## src/rtl/systolic_pe_pkg.sv

```systemverilog
package systolic_pe_pkg;

  // Operand width on left and top streams
  localparam int OPERAND_W = 16;

  // Running partial sum width, arithmetic wraps at this size
  localparam int PSUM_W = 32;

  // Full signed product of two operands
  localparam int PRODUCT_W = 32;

  // One beat on left, right, top or bottom stream
  typedef struct packed {
    logic signed [OPERAND_W-1:0] data;
    // Marks final element of a vector
    logic                        last;
  } operand_beat_t;

  // One finished result on the down stream
  typedef struct packed {
    logic signed [PSUM_W-1:0] data;
    logic                     last;
  } psum_beat_t;

  // Paired operation handed to the MAC
  typedef struct packed {
    // Left operand (row data)
    logic signed [OPERAND_W-1:0] left;
    // Top operand (column data)
    logic signed [OPERAND_W-1:0] top;
    // Taken from the left beat
    logic                        last;
  } mac_op_t;

endpackage

```

## src/rtl/stream_skid_buffer.sv

```systemverilog
module stream_skid_buffer #(
  // Payload carried through the buffer
  parameter type payload_t = logic
) (
  input  logic     clk,
  input  logic     rst_n,

  // Upstream side
  input  payload_t in_data,
  input  logic     in_valid,
  output logic     in_ready,

  // Downstream side
  output payload_t out_data,
  output logic     out_valid,
  input  logic     out_ready
);

  // Main entry drives the output, skid entry catches a beat during a stall
  payload_t main_data;
  payload_t skid_data;
  logic     main_valid;
  logic     skid_valid;

  // Next-state control
  logic     main_valid_d;
  logic     skid_valid_d;
  logic     load_main_in;
  logic     load_main_skid;
  logic     load_skid;
  logic     in_fire;

  assign in_fire   = in_valid & in_ready;
  assign out_data  = main_data;
  assign out_valid = main_valid;

  always_comb begin
    main_valid_d   = main_valid;
    skid_valid_d   = skid_valid;
    load_main_in   = 1'b0;
    load_main_skid = 1'b0;
    load_skid      = 1'b0;
    // Main entry free or draining this cycle
    if (!main_valid || out_ready) begin
      if (skid_valid) begin
        // Skid holds the older beat, it goes first
        load_main_skid = 1'b1;
        main_valid_d   = 1'b1;
        skid_valid_d   = 1'b0;
      end else begin
        load_main_in = in_fire;
        main_valid_d = in_fire;
      end
    end else if (in_fire) begin
      // Output stalled, park incoming beat
      load_skid    = 1'b1;
      skid_valid_d = 1'b1;
    end
  end

  // Control flops, ready comes straight from a register
  always_ff @(posedge clk or negedge rst_n) begin
    if (!rst_n) begin
      main_valid <= 1'b0;
      skid_valid <= 1'b0;
      in_ready   <= 1'b1;
    end else begin
      main_valid <= main_valid_d;
      skid_valid <= skid_valid_d;
      // Accept again once skid entry is empty
      in_ready   <= ~skid_valid_d;
    end
  end

  // Payload flops
  always_ff @(posedge clk) begin
    if (load_main_skid) begin
      main_data <= skid_data;
    end else if (load_main_in) begin
      main_data <= in_data;
    end
    if (load_skid) begin
      skid_data <= in_data;
    end
  end

endmodule

```

## src/rtl/operand_pairing.sv

```systemverilog
module operand_pairing (
  input  logic                          clk,
  input  logic                          rst_n,

  // Left operand input
  input  systolic_pe_pkg::operand_beat_t left_data,
  input  logic                          left_valid,
  output logic                          left_ready,

  // Top operand input
  input  systolic_pe_pkg::operand_beat_t top_data,
  input  logic                          top_valid,
  output logic                          top_ready,

  // Left beats forwarded to the right neighbour
  output systolic_pe_pkg::operand_beat_t right_data,
  output logic                          right_valid,
  input  logic                          right_ready,

  // Top beats forwarded to the bottom neighbour
  output systolic_pe_pkg::operand_beat_t bottom_data,
  output logic                          bottom_valid,
  input  logic                          bottom_ready,

  // Paired operation towards the MAC
  output systolic_pe_pkg::mac_op_t      op_data,
  output logic                          op_valid,
  input  logic                          op_ready,

  // Sticky flag for a pair with mismatched last bits
  output logic                          err_unaligned
);

  // Both operands present
  logic pair_avail;
  // Joint transfer on all five streams
  logic fire;
  // Last bits of the current pair differ
  logic last_mismatch;

  assign pair_avail    = left_valid & top_valid;
  assign fire          = pair_avail & right_ready & bottom_ready & op_ready;
  assign last_mismatch = left_data.last ^ top_data.last;

  // Inputs consumed only on a joint transfer
  assign left_ready = fire;
  assign top_ready  = fire;

  // Forward beats unchanged
  assign right_data  = left_data;
  assign bottom_data = top_data;

  // Each valid waits for the other two sinks, never on its own ready
  assign right_valid  = pair_avail & bottom_ready & op_ready;
  assign bottom_valid = pair_avail & right_ready & op_ready;
  assign op_valid     = pair_avail & right_ready & bottom_ready;

  // Build the MAC operation
  assign op_data.left = left_data.data;
  assign op_data.top  = top_data.data;
  // Left stream decides where a vector ends
  assign op_data.last = left_data.last;

  // Error held until reset
  always_ff @(posedge clk or negedge rst_n) begin
    if (!rst_n) begin
      err_unaligned <= 1'b0;
    end else if (fire && last_mismatch) begin
      err_unaligned <= 1'b1;
    end
  end

endmodule

```

## src/rtl/mac_pipeline.sv

```systemverilog
module mac_pipeline (
  input  logic                       clk,
  input  logic                       rst_n,

  // Paired operands in
  input  systolic_pe_pkg::mac_op_t   op_data,
  input  logic                       op_valid,
  output logic                       op_ready,

  // Finished sum out
  output systolic_pe_pkg::psum_beat_t sum_data,
  output logic                       sum_valid,
  input  logic                       sum_ready
);

  // Stage 1 registers
  logic signed [systolic_pe_pkg::PRODUCT_W-1:0] s1_product;
  logic                                         s1_valid;
  logic                                         s1_last;

  // Stage 2 running sum
  logic signed [systolic_pe_pkg::PSUM_W-1:0]    acc;

  // Combinational helpers
  logic signed [systolic_pe_pkg::PRODUCT_W-1:0] product;
  logic signed [systolic_pe_pkg::PSUM_W-1:0]    acc_next;
  logic                                         advance;
  logic                                         in_fire;

  // Whole pipe moves only when the result slot can take a sum
  assign advance  = ~sum_valid | sum_ready;
  assign op_ready = advance;
  assign in_fire  = op_valid & advance;

  // Signed 16x16 multiply at full product width
  assign product = systolic_pe_pkg::PRODUCT_W'(op_data.left)
                   * systolic_pe_pkg::PRODUCT_W'(op_data.top);

  // Product sign extended into the accumulator and wrapped at PSUM_W
  assign acc_next = acc + systolic_pe_pkg::PSUM_W'(s1_product);

  // Stage 1 valid and last
  always_ff @(posedge clk or negedge rst_n) begin
    if (!rst_n) begin
      s1_valid <= 1'b0;
      s1_last  <= 1'b0;
    end else if (advance) begin
      s1_valid <= in_fire;
      s1_last  <= op_data.last;
    end
  end

  // Stage 1 product
  always_ff @(posedge clk) begin
    if (in_fire) begin
      s1_product <= product;
    end
  end

  // Stage 2 accumulate and result valid
  always_ff @(posedge clk or negedge rst_n) begin
    if (!rst_n) begin
      acc       <= '0;
      sum_valid <= 1'b0;
    end else if (advance) begin
      sum_valid <= s1_valid & s1_last;
      if (s1_valid) begin
        // Last item closes the vector and the next one starts from zero
        acc <= s1_last ? '0 : acc_next;
      end
    end
  end

  // Result payload
  always_ff @(posedge clk) begin
    if (advance && s1_valid && s1_last) begin
      sum_data.data <= acc_next;
      sum_data.last <= s1_last;
    end
  end

endmodule

```

## src/rtl/psum_output_stage.sv

```systemverilog
module psum_output_stage (
  input  logic                        clk,
  input  logic                        rst_n,

  // Sums from the MAC
  input  systolic_pe_pkg::psum_beat_t sum_data,
  input  logic                        sum_valid,
  output logic                        sum_ready,

  // Down stream towards the next row
  output systolic_pe_pkg::psum_beat_t down_data,
  output logic                        down_valid,
  input  logic                        down_ready
);

  // Two entries of slack, stalls the MAC once both are taken
  stream_skid_buffer #(
    .payload_t (systolic_pe_pkg::psum_beat_t)
  ) down_buf_inst (
    .clk       (clk),
    .rst_n     (rst_n),
    .in_data   (sum_data),
    .in_valid  (sum_valid),
    .in_ready  (sum_ready),
    .out_data  (down_data),
    .out_valid (down_valid),
    .out_ready (down_ready)
  );

endmodule

```

## src/rtl/systolic_pe.sv

```systemverilog
module systolic_pe (
  input  logic                           clk,
  input  logic                           rst_n,

  // Left operand stream in
  input  systolic_pe_pkg::operand_beat_t s_left_data,
  input  logic                           s_left_valid,
  output logic                           s_left_ready,

  // Top operand stream in
  input  systolic_pe_pkg::operand_beat_t s_top_data,
  input  logic                           s_top_valid,
  output logic                           s_top_ready,

  // Right operand stream out
  output systolic_pe_pkg::operand_beat_t m_right_data,
  output logic                           m_right_valid,
  input  logic                           m_right_ready,

  // Bottom operand stream out
  output systolic_pe_pkg::operand_beat_t m_bottom_data,
  output logic                           m_bottom_valid,
  input  logic                           m_bottom_ready,

  // Finished partial sums out
  output systolic_pe_pkg::psum_beat_t    m_down_data,
  output logic                           m_down_valid,
  input  logic                           m_down_ready,

  output logic                           err_unaligned
);

  // Buffered left and top streams
  systolic_pe_pkg::operand_beat_t left_data;
  logic                           left_valid;
  logic                           left_ready;
  systolic_pe_pkg::operand_beat_t top_data;
  logic                           top_valid;
  logic                           top_ready;

  // Forwarded streams before output buffers
  systolic_pe_pkg::operand_beat_t right_data;
  logic                           right_valid;
  logic                           right_ready;
  systolic_pe_pkg::operand_beat_t bottom_data;
  logic                           bottom_valid;
  logic                           bottom_ready;

  // Pairing to MAC
  systolic_pe_pkg::mac_op_t       op_data;
  logic                           op_valid;
  logic                           op_ready;

  // MAC to output stage
  systolic_pe_pkg::psum_beat_t    sum_data;
  logic                           sum_valid;
  logic                           sum_ready;

  // Input side
  stream_skid_buffer #(
    .payload_t (systolic_pe_pkg::operand_beat_t)
  ) left_in_inst (
    .clk       (clk),
    .rst_n     (rst_n),
    .in_data   (s_left_data),
    .in_valid  (s_left_valid),
    .in_ready  (s_left_ready),
    .out_data  (left_data),
    .out_valid (left_valid),
    .out_ready (left_ready)
  );

  stream_skid_buffer #(
    .payload_t (systolic_pe_pkg::operand_beat_t)
  ) top_in_inst (
    .clk       (clk),
    .rst_n     (rst_n),
    .in_data   (s_top_data),
    .in_valid  (s_top_valid),
    .in_ready  (s_top_ready),
    .out_data  (top_data),
    .out_valid (top_valid),
    .out_ready (top_ready)
  );

  // Join, forward and check alignment
  operand_pairing pairing_inst (
    .clk           (clk),
    .rst_n         (rst_n),
    .left_data     (left_data),
    .left_valid    (left_valid),
    .left_ready    (left_ready),
    .top_data      (top_data),
    .top_valid     (top_valid),
    .top_ready     (top_ready),
    .right_data    (right_data),
    .right_valid   (right_valid),
    .right_ready   (right_ready),
    .bottom_data   (bottom_data),
    .bottom_valid  (bottom_valid),
    .bottom_ready  (bottom_ready),
    .op_data       (op_data),
    .op_valid      (op_valid),
    .op_ready      (op_ready),
    .err_unaligned (err_unaligned)
  );

  // Output side for forwarded operands
  stream_skid_buffer #(
    .payload_t (systolic_pe_pkg::operand_beat_t)
  ) right_out_inst (
    .clk       (clk),
    .rst_n     (rst_n),
    .in_data   (right_data),
    .in_valid  (right_valid),
    .in_ready  (right_ready),
    .out_data  (m_right_data),
    .out_valid (m_right_valid),
    .out_ready (m_right_ready)
  );

  stream_skid_buffer #(
    .payload_t (systolic_pe_pkg::operand_beat_t)
  ) bottom_out_inst (
    .clk       (clk),
    .rst_n     (rst_n),
    .in_data   (bottom_data),
    .in_valid  (bottom_valid),
    .in_ready  (bottom_ready),
    .out_data  (m_bottom_data),
    .out_valid (m_bottom_valid),
    .out_ready (m_bottom_ready)
  );

  // Multiply and accumulate
  mac_pipeline mac_inst (
    .clk       (clk),
    .rst_n     (rst_n),
    .op_data   (op_data),
    .op_valid  (op_valid),
    .op_ready  (op_ready),
    .sum_data  (sum_data),
    .sum_valid (sum_valid),
    .sum_ready (sum_ready)
  );

  // Down stream buffering
  psum_output_stage psum_out_inst (
    .clk        (clk),
    .rst_n      (rst_n),
    .sum_data   (sum_data),
    .sum_valid  (sum_valid),
    .sum_ready  (sum_ready),
    .down_data  (m_down_data),
    .down_valid (m_down_valid),
    .down_ready (m_down_ready)
  );

endmodule

```

## config.mk

```make
export PLATFORM = sky130hd
export DESIGN_NAME = systolic_pe
export DESIGN_NICKNAME = d
export VERILOG_FILES = /design/src/rtl/systolic_pe_pkg.sv /design/src/rtl/stream_skid_buffer.sv /design/src/rtl/operand_pairing.sv /design/src/rtl/mac_pipeline.sv /design/src/rtl/psum_output_stage.sv /design/src/rtl/systolic_pe.sv
export SDC_FILE = /design/constraint.sdc
export NUM_CORES = 1
export LEC_CHECK = 0
export CORE_ASPECT_RATIO = 1.4
export CORE_UTILIZATION = 55
export CTS_BUF_LIST = sky130_fd_sc_hd__clkbuf_16
export DETAILED_ROUTE_END_ITERATION = 10
export DONT_BUFFER_PORTS = 1
export PLACE_DENSITY = 0.77
export SETUP_SLACK_MARGIN = 0.05
export SLEW_MARGIN = 20
export SYNTH_ARGS = -nofsm -noshare
export SYNTH_HDL_FRONTEND = slang
export SYNTH_SLANG_ARGS = --single-unit
```

## constraint.sdc

```tcl
create_clock -name clk -period 5.87 [get_ports clk]
set_clock_uncertainty 0.2 [all_clocks]
set_input_delay 1.174 -clock clk [delete_from_list [all_inputs] [get_ports clk]]
set_output_delay 1.174 -clock clk [all_outputs]
set_load 0.02 [all_outputs]
```

; Word level (Yosys, flattened, before mapping)
; Index checks and enable logic that the tools add are counted.
[totals]
elab_cells = 141
regBits = 318
output_inout_bits = 73
input_bits = 41
[op_classes]
reduce_logical = 19
n_addsub = 1
bitwise_logic = 21
n_mux = 56
mul = 1
[op_table]
columns = operator, n
row1 = 17-bit two-way mux, 8
row2 = 33-bit two-way mux, 2
row3 = 1-bit two-way mux, 45
row4 = 32-bit adder, 1
row5 = 16-bit by 16-bit multiplier with 32-bit output, 1
row6 = 32-bit two-way mux, 1
row7 = 1-bit bitwise AND, 13
row8 = 2-bit nonzero test, 5
row9 = 1-bit NOT, 6
row10 = 1-bit zero test, 5
row11 = 1-bit logical OR, 5
row12 = 1-bit logical AND, 3
row13 = 2-bit AND reduction, 1
row14 = 1-bit bitwise OR, 1
row15 = 1-bit bitwise XOR, 1

; Depth between registers and ports, before layout
; Gate-level depths: netlist (run 1).
[logic_depth]
depth_word = 8
depth_mapped = 23
mapped_depth_nobuf = 21

; By module
; From an unflattened synthesis (run 1), not the netlist that was laid out.
[unflattened]
hier_cells = 1936
hier_area_um2 = 23712.7
[modules_own_cells]
columns = module, n_inst, area_per_inst_um2, cells_each
row1 = mac_pipeline, 1, 14861.8, 1485
row2 = stream_skid_buffer (bottom_out_inst ...), 4, 1397.6, 65
row3 = stream_skid_buffer (psum_out_inst.down_buf_inst), 1, 2662.6, 115
row4 = operand_pairing, 1, 598.1, 76

; Least setup slack after synthesis (run 1)
; OpenSTA, ideal clock, no wires.
[synth_path]
path_kind = register to register
from = reg left_in_inst.main_data, in the netlist left_in_inst.out_data[16]
to = reg mac_inst.s1_product[28] in the netlist's numbering (data pin)
setup_ns = 0.258
path_stages_with_launch = 21
t_arrival_ns = 5.910
slack_ns = -0.497
t_required_ns = 5.412
cell_sequence = edfxtp_1 clkbuf_1 nand2_1 inv_1 fa_1 fa_1 fa_1 fa_1 fa_1 inv_1 fa_1 inv_1 ha_1 a21oi_1 nand2_1 a221o_1 nor3_1 a211oi_1 a41oi_1 nor2b_1 xnor2_1
[synth_via]
elab_chain_cells = 1
[synth_rtl]
columns = element, line
row1 = start: declaration, stream_skid_buffer.sv:20  ; payload_t main_data;
row2 = start signal: assignment, stream_skid_buffer.sv:78  ; main_data <= skid_data;
row3 = start signal: assignment, stream_skid_buffer.sv:80  ; main_data <= in_data;
row4 = 16-bit by 16-bit multiplier with 32-bit output, mac_pipeline.sv:37  ; * systolic_pe_pkg::PRODUCT_W'(op_data.top);
row5 = "net mac_inst.product, one bit", mac_pipeline.sv:25  ; logic signed [systolic_pe_pkg::PRODUCT_W-1:0] product;
row6 = end signal: assignment, mac_pipeline.sv:56  ; s1_product <= product;
row7 = end: declaration, mac_pipeline.sv:17  ; logic signed [systolic_pe_pkg::PRODUCT_W-1:0] s1_product;
; The timed path passes the listed nets, and every way through them passes these cells.
; A chain may end at the register's enable or synchronous reset.

; Worst setup path after layout (run 1)
; Same ends and word-level chain as after synthesis.

==> results by group, run 1 <==
Global routing
  • GR Util met3: 0.0272
  • Tot GR Track Use: 0.232
  • Initial antenna violation count: 0
  • GR peak layer: met2
  • Global Route met2 Usage: 0.429
  • GR Layer Usage met1: 0.268
  • Vias in the first global route: ~15000
  • Total gr overflow: 0
  • Largest net degree at the start of global routing: 52
  • First-pass GRT wire length: approximately 78 mm

Worst setup path
  • Critical path class: flip-flop to flip-flop
  • R2r setup slk: -150 ps
  • Critical path endpoint category: flip-flop
  • FF-to-FF path depth: 20
  • Setup crit start kind: flip-flop
  • Worst EP required: approximately 6000 ps
  • Critical Path AT: roughly 6000 ps
  • Reg-to-reg critical path endpoint: mac_inst.s1_product[28]
  • CP Max Fanout: 9
  • FF-to-FF Start: left_in_inst.out_data[16]

Detailed routing
  • TritonRoute pass-1 iters: 5
  • DR WL/cell: between 15 and 20 um
  • Final ANT Viol Nets: 0
  • Vias/cell: between 5 and 6
  • DR DRC count: 0
  • Via count: 14000
  • First DRT Iteration DRCs: 829
  • Total wire length after detailed routing: 47.3 mm

Finish
  • FF/Latch Area: between 0.009 and 0.01 mm^2
  • Filler Cell Count: 2896
  • Multi-input combinational cell area: 0.0124 mm^2
  • Diodes inserted: 0
  • Layout cell share with drive strength beyond 1: 0.217
  • Final cell count without fillers: about 2600
  • Layout Nets: roughly 2400
  • Synth-to-Final Area Change: 15.0%

Timing
  • Slew @ Worst Pin: ~1000 ps
  • Final period util: 1.03
  • Max Freq: 166 MHz
  • Final Setup Violations: 8
  • Final min period: around 6000 ps
  • RSZ-0062 raised after global routing: yes
  • Max-slew violation count: 0
  • Final WS setup: -149 ps
  • Final Hold Viols: 0
  • Worst rel slew slack: 0.312

Logic synthesis
  • Top_reg_cell synth: edfxtp_1
  • Synth Register Bits: roughly 320
  • Synth unique cells: 71
  • Synth top cells by count: 302 x inv_1, 267 x edfxtp_1, 263 x fa_1
  • Most common cell in the synthesized netlist: inv_1
  • Top cells by area, synth: edfxtp_1 35%, fa_1 23%, ha_1 6.3%
  • Sequential share of the synthesized area: 0.411
  • Area leader, netlist: edfxtp_1
  • Synthesized instance count: roughly 1800
  • Post-synthesis cell area: ~0.023 mm^2
  • Syn Nets: 2263
  • Synth Warn #: 0
  • Share of the synthesized area in the top cell type: 0.354
  • Asr flop ratio synth: 0.160
  • Average size of a mapped cell: 12.3 um^2
  • Post-synth EDFFs: roughly 270

Clocking
  • Clock sinks: between 300 and 400
  • Root Driver: clkbuf_16
  • Htree depth: 1
  • CTS tree: built
  • Worst skew pair latency: about 580 ps
  • Post-CTS Hold Buffers: 0
  • Clock tree buffer depth: 3
  • CTS Buf Count: 29
  • Worst-path clk slew: 80 ps

Floorplan
  • Core area: between 0.04 and 0.05 mm^2
  • Initial Util: 0.560
  • I/O pin count: 114
  • DIE AREA: between 0.04 and 0.05 mm^2
  • Die Wd: between 150 and 200 um
  • Die Y: 242 um
  • # rows: slightly below 90

Placed design
  • Detailed placement HPWL: between 30 and 40 mm
  • Buffers on Ports: 0
  • Placer Congestion: 0.903
  • Post-Place Cells: 2484

Outcome
  • Failing checks: negative setup slack
  • Status: complete, but fails checks

Worst hold path
  • Worst hold path type: primary input to async pin

Job
  • Max_cap viols: 0
registers in the layout, indices dropped and copies added, names as in the netlist, 17 cells and up:
| name | flops |
|---|---|
| mac_inst.sum_data | 33 |
| psum_out_inst.down_buf_inst.out_data | 33 |
| psum_out_inst.down_buf_inst.skid_data | 33 |
| mac_inst.acc | 32 |
| mac_inst.s1_product | 32 |
| bottom_out_inst.out_data | 17 |
| bottom_out_inst.skid_data | 17 |
| left_in_inst.out_data | 17 |
| left_in_inst.skid_data | 17 |
| right_out_inst.out_data | 17 |
| right_out_inst.skid_data | 17 |
| top_in_inst.out_data | 17 |
| top_in_inst.skid_data | 17 |
stage by stage:
step | hold slack, ps | cell area, um^2 | TNS (ps) | util | setup slack (ps)
floorplan | 220 | 22800 | -5.74 | - | -3.48
global placement | 230 | 24400 | -1520 | 0.605 | -222
CTS | 69.1 | 25800 | -739 | 0.639 | -131
detailed placement | 232 | 24400 | -3020 | 0.605 | -380
finish | 91.0 | 26000 | -568 | 0.644 | -149
global route | 61.0 | 26000 | -2910 | 0.644 | -384
final cells by class:
cell class | instances | area share
clock buffers | 29 | 0.0279
multi-input cells | 1175 | 0.476
flip-flops and latches | 318 | 0.358
repair buffers | 184 | 0.0597
well taps | 534 | 0.0257
clock inverters | 25 | 0.00909
inverters | 302 | 0.0436
repair_timing:
action                                  in CTS  in global routing
resized for setup                           40                 53
pin swaps                                   18                 16
endpoints found under the hold margin        0                  0
setup buffers                               26                  3
endpoints found under the setup margin      16                 18
layer usage:
layer | up-vias | share of wire
met3 | 130 | 0.039
met2 | 367 | 0.54
met1 | 7105 | 0.38
li1 | 6397 | -
met5 | - | 0
met4 | 0 | 0.044
layout by cell type (no fill, tap or decap), types with 8 or more instances in the layout:
cell	instances
o211ai_1	8
buf_4	154
buf_6	17
xnor2_1	44
inv_2	12
a22o_1	22
and2_4	9
nor2_1	51
buf_12	9
xor2_1	17
fa_2	16
nand2_1	179
o21ai_1	13
a21o_1	16
inv_1	297
edfxtp_1	267
fa_1	247
ha_4	9
a21oi_1	39
mux2_2	101
clkbuf_16	29
and2_1	122
ha_1	101
o21ai_0	17
nand2b_1	14
nand3_1	13
dfrtp_1	46
logic make-up (layout without fill, tap and decap cells):
group,Yosys count,after routing,synth area share
fa+ha+maj,376,376,0.295
simple gates,443,443,0.0959
xor+xnor,62,62,0.0240
flops,318,318,0.411
buf+inv,353,540,0.0587
mux,102,102,0.0507
compound gates,192,192,0.0642
critical path, stage by stage (launching register included):
cell,delay (ps)
edfxtp_1,440
buf_12,180
and2_4,140
fa_2,600
buf_12,130
fa_2,470
fa_1,530
fa_1,430
fa_1,520
inv_2,40
fa_1,500
inv_2,50
ha_4,230
a21oi_2,140
nand2_1,70
a221o_1,400
nor3_2,140
a211oi_2,100
a41oi_2,180
nor2b_4,180
xnor2_1,60
worst max path at each step:
stage                              startpoint                      end  slack, ps  depth (start not counted)
detailed placement    top_in_inst.out_data[5]  mac_inst.s1_product[31]       -380                         20
global placement      top_in_inst.out_data[8]  mac_inst.s1_product[28]       -220                         19
floorplan           left_in_inst.out_data[16]  mac_inst.s1_product[30]         -3                         20
finish              left_in_inst.out_data[16]  mac_inst.s1_product[28]       -150                         20
global route        left_in_inst.out_data[16]  mac_inst.s1_product[31]       -380                         19
CTS                 left_in_inst.out_data[16]  mac_inst.s1_product[28]       -130                         20
Power of run 1 is not shown: default switching activity piles up to over one toggle a cycle in this logic, so the estimate is an artifact.
==> run 2: changes to the inputs <==
SLEW_MARGIN = 15   (was 20)
SYNTH_HIERARCHICAL = 1   (was not set)
==> results by group, run 2 <==
Clocking
  • Root Driver: clkbuf_16
  • Clock tree buffer depth: 3 (unchanged)
  • Htree depth: 1 (unchanged)
  • CTS tree: built
  • CTS Buf Count: 31 (+6.9%)
  • Worst-path clk slew: 60 ps (-20 ps)
  • Worst skew pair latency: 570 ps (about the same)
  • Clock sinks: 318 (unchanged)
  • Post-CTS Hold Buffers: 0 (unchanged)

Timing
  • Final WS setup: -163 ps (-14.1 ps)
  • Max Freq: 166 MHz (-0.23%)
  • Slew @ Worst Pin: 930 ps (-98.9 ps)
  • Final min period: 6030 ps (+14.1 ps)
  • Final Setup Violations: 9 (+1)
  • Max-slew violation count: 0 (unchanged)
  • Hold_ws: 103 ps (+12.3 ps)
  • Final period util: 1.03 (+0.00241)
  • Final Hold Viols: 0 (unchanged)
  • RSZ-0062 raised after global routing: yes
  • Worst rel slew slack: 0.378 (+0.0661)

Worst setup path
  • Critical Path AT: 6140 ps (about the same)
  • Critical path endpoint category: flip-flop
  • CP Max Fanout: 7 (-2)
  • Worst EP required: 5980 ps (about the same)
  • Critical path class: flip-flop to flip-flop
  • Crit-path max cell delay: 590 ps (about the same)
  • R2r setup slk: -160 ps (about the same)
  • Most used cell, CP: fa_1
  • Setup crit start kind: flip-flop
  • Slowest CP cell: edfxtp_1
  • Reg-to-reg critical path endpoint: mac_inst/s1_product[30]
  • CP cell instances: buf_4 -> nand2_1 -> fa_1 -> inv_1 -> fa_1 -> inv_1 -> fa_1 -> inv_1 -> fa_1 -> fa_1 -> inv_1 -> fa_1 -> inv_1 -> ha_4 -> a21oi_1 -> o221ai_1 -> a21o_1 -> a31oi_4 -> o21ai_4 -> o41ai_4 -> o211ai_1
  • FF-to-FF Start: top_in_inst/out_data[8]
  • FF-to-FF path depth: 21 (+5.0%)

Floorplan
  • Initial Util: 0.560 (about the same)
  • # rows: 89 (+2.3%)
  • DIE AREA: 0.0440 mm^2 (+4.8%)
  • Die Y: 248 um (+2.4%)
  • Die Wd: 177 um (+2.4%)
  • I/O pin count: 114 (unchanged)
  • Core area: 0.0423 mm^2 (+4.8%)

Logic synthesis
  • Synth top cells by count: 336 x inv_1, 267 x edfxtp_1, 263 x fa_1
  • Synth unique cells: 83 (+17%)
  • Top cells by area, synth: edfxtp_1 34%, fa_1 22%, ha_1 6.0%
  • Average size of a mapped cell: 12.2 um^2 (about the same)
  • Share of the synthesized area in the top cell type: 0.338 (-0.0164)
  • Synth Register Bits: 318 (unchanged)
  • Post-synth EDFFs: 267 (unchanged)
  • Asr flop ratio synth: 0.160 (unchanged)
  • Top_reg_cell synth: edfxtp_1
  • Synth Warn #: 6 (+6)
  • Most common cell in the synthesized netlist: inv_1
  • Post-synthesis cell area: 0.0237 mm^2 (+4.8%)
  • Area leader, netlist: edfxtp_1
  • Sequential share of the synthesized area: 0.392 (-0.0190)
  • Syn Nets: 2353 (+4.0%)
  • Synthesized instance count: 1936 (+4.9%)

Detailed routing
  • TritonRoute pass-1 iters: 5 (unchanged)
  • Total wire length after detailed routing: 45.3 mm (-4.4%)
  • DR WL/cell: 17.4 um (-5.4%)
  • First DRT Iteration DRCs: 636 (-23%)
  • Vias/cell: 5.38 (-1.4%)
  • DR DRC count: 0 (unchanged)
  • Via count: 14000 (-0.31%)
  • Final ANT Viol Nets: 0 (unchanged)

Global routing
  • GR peak layer: met2
  • GR Layer Usage met1: 0.247 (-0.0208)
  • Vias in the first global route: 15400 (-0.43%)
  • First-pass GRT wire length: 73.9 mm (-4.9%)
  • Total gr overflow: 0 (unchanged)
  • Largest net degree at the start of global routing: 52 (unchanged)
  • Initial antenna violation count: 1 (+1)
  • Tot GR Track Use: 0.211 (-0.0212)
  • GR Util met3: 0.0297 (+0.00257)
  • Global Route met2 Usage: 0.385 (-0.0441)

Finish
  • Diodes inserted: 0 (unchanged)
  • Final cell count without fillers: 2596 (+1.1%)
  • Layout Nets: 2443 (+0.66%)
  • Filler Cell Count: 3120 (+7.7%)
  • Synth-to-Final Area Change: 11.3%
  • Commonest non-fill, non-tap cell in the layout: inv_1
  • Final core occ: 0.624 (-0.0204)
  • Layout cell share with drive strength beyond 1: 0.220 (+0.00210)
  • Most frequent cells in the layout: 329 x inv_1, 267 x edfxtp_1, 253 x fa_1

Worst hold path
  • Worst hold path type: primary input to async pin

Job
  • Max_cap viols: 0 (unchanged)

Outcome
  • Failing checks: negative setup slack
  • Status: complete, but fails checks

Placed design
  • Detailed placement HPWL: 35.7 mm (-2.3%)
  • Post-Place Cells: 2502 (+0.72%)
  • Buffers on Ports: 0 (unchanged)
  • Placer Congestion: 0.878 (-2.8%)
run 2: cell count changes after synthesis, sizes merged, moves of 4 or more:
cell / delta
a22o: +5
and3: +5
inv: +34
a21boi: -4
nor2b: -5
nor2: -7
a21o: +12
o211ai: -4
o21ai: -5
buf: +67
nand2: -20
run 2: metal layers:
metal  wire [um]  vias up
met4        1690        0
met2       23700      351
met1       18100     7020
met5           0        -
met3        1820      128
li1            -     6456
run 2: how the worst max path moves through the flow:
stage	start	to	depth (start not counted)	slack, ps
final	top_in_inst/out_data[8]	mac_inst/s1_product[30]	21	-160
after global routing	top_in_inst/out_data[8]	mac_inst/s1_product[30]	21	-320
after CTS	left_in_inst/out_data[9]	mac_inst/s1_product[31]	20	-140
after detailed placement	top_in_inst/out_data[5]	mac_inst/s1_product[30]	19	-300
after global placement	top_in_inst/out_data[5]	mac_inst/s1_product[30]	19	-180
after floorplan	top_in_inst/out_data[5]	mac_inst/s1_product[31]	22	-2
run 2: logic make-up after synthesis:
group           after synthesis  share of synthesized area
compound gates              202                     0.0645
xor+xnor                     62                     0.0232
fa+ha+maj                   376                      0.282
buf+inv                     451                     0.0855
flops                       318                      0.392
mux                         104                     0.0604
simple gates                423                     0.0925
run 2: metrics by stage:
stage | setup WS, ps | TNS [ps] | cell area, um^2
floorplan | -1.93 | -1.93 | 23900
global placement | -178 | -1100 | 24800
detailed placement | -301 | -2000 | 24800
CTS | -138 | -613 | 26000
global route | -320 | -3370 | 26400
finish | -163 | -878 | 26400
run 2: repair_timing:
item,4_1_cts,5_1_grt
setup endpoints to repair,15,16
pin swaps,12,36
setup buffers,20,17
gates resized for setup,17,64
endpoints found under the hold margin,0,0
run 2: critical path, delay by kind of cell, from the launching register on:
kind            cells  cell delay (ps)
buf+inv             6              560
simple gates        1               90
compound gates      7             1380
flops               1              590
fa+ha+maj           7             2950
run 2: area by class of cell:
class,instances,area (um^2),share of cell area
multi-input combinational,1167,12800,0.484
sequential,318,9300,0.352
timing repair buffer,172,1400,0.0530
inverter,336,1260,0.0478
clock buffer,31,776,0.0294
tap,546,683,0.0259
clock inverter,26,205,0.00778
Power of run 2 is left out for the same reason.
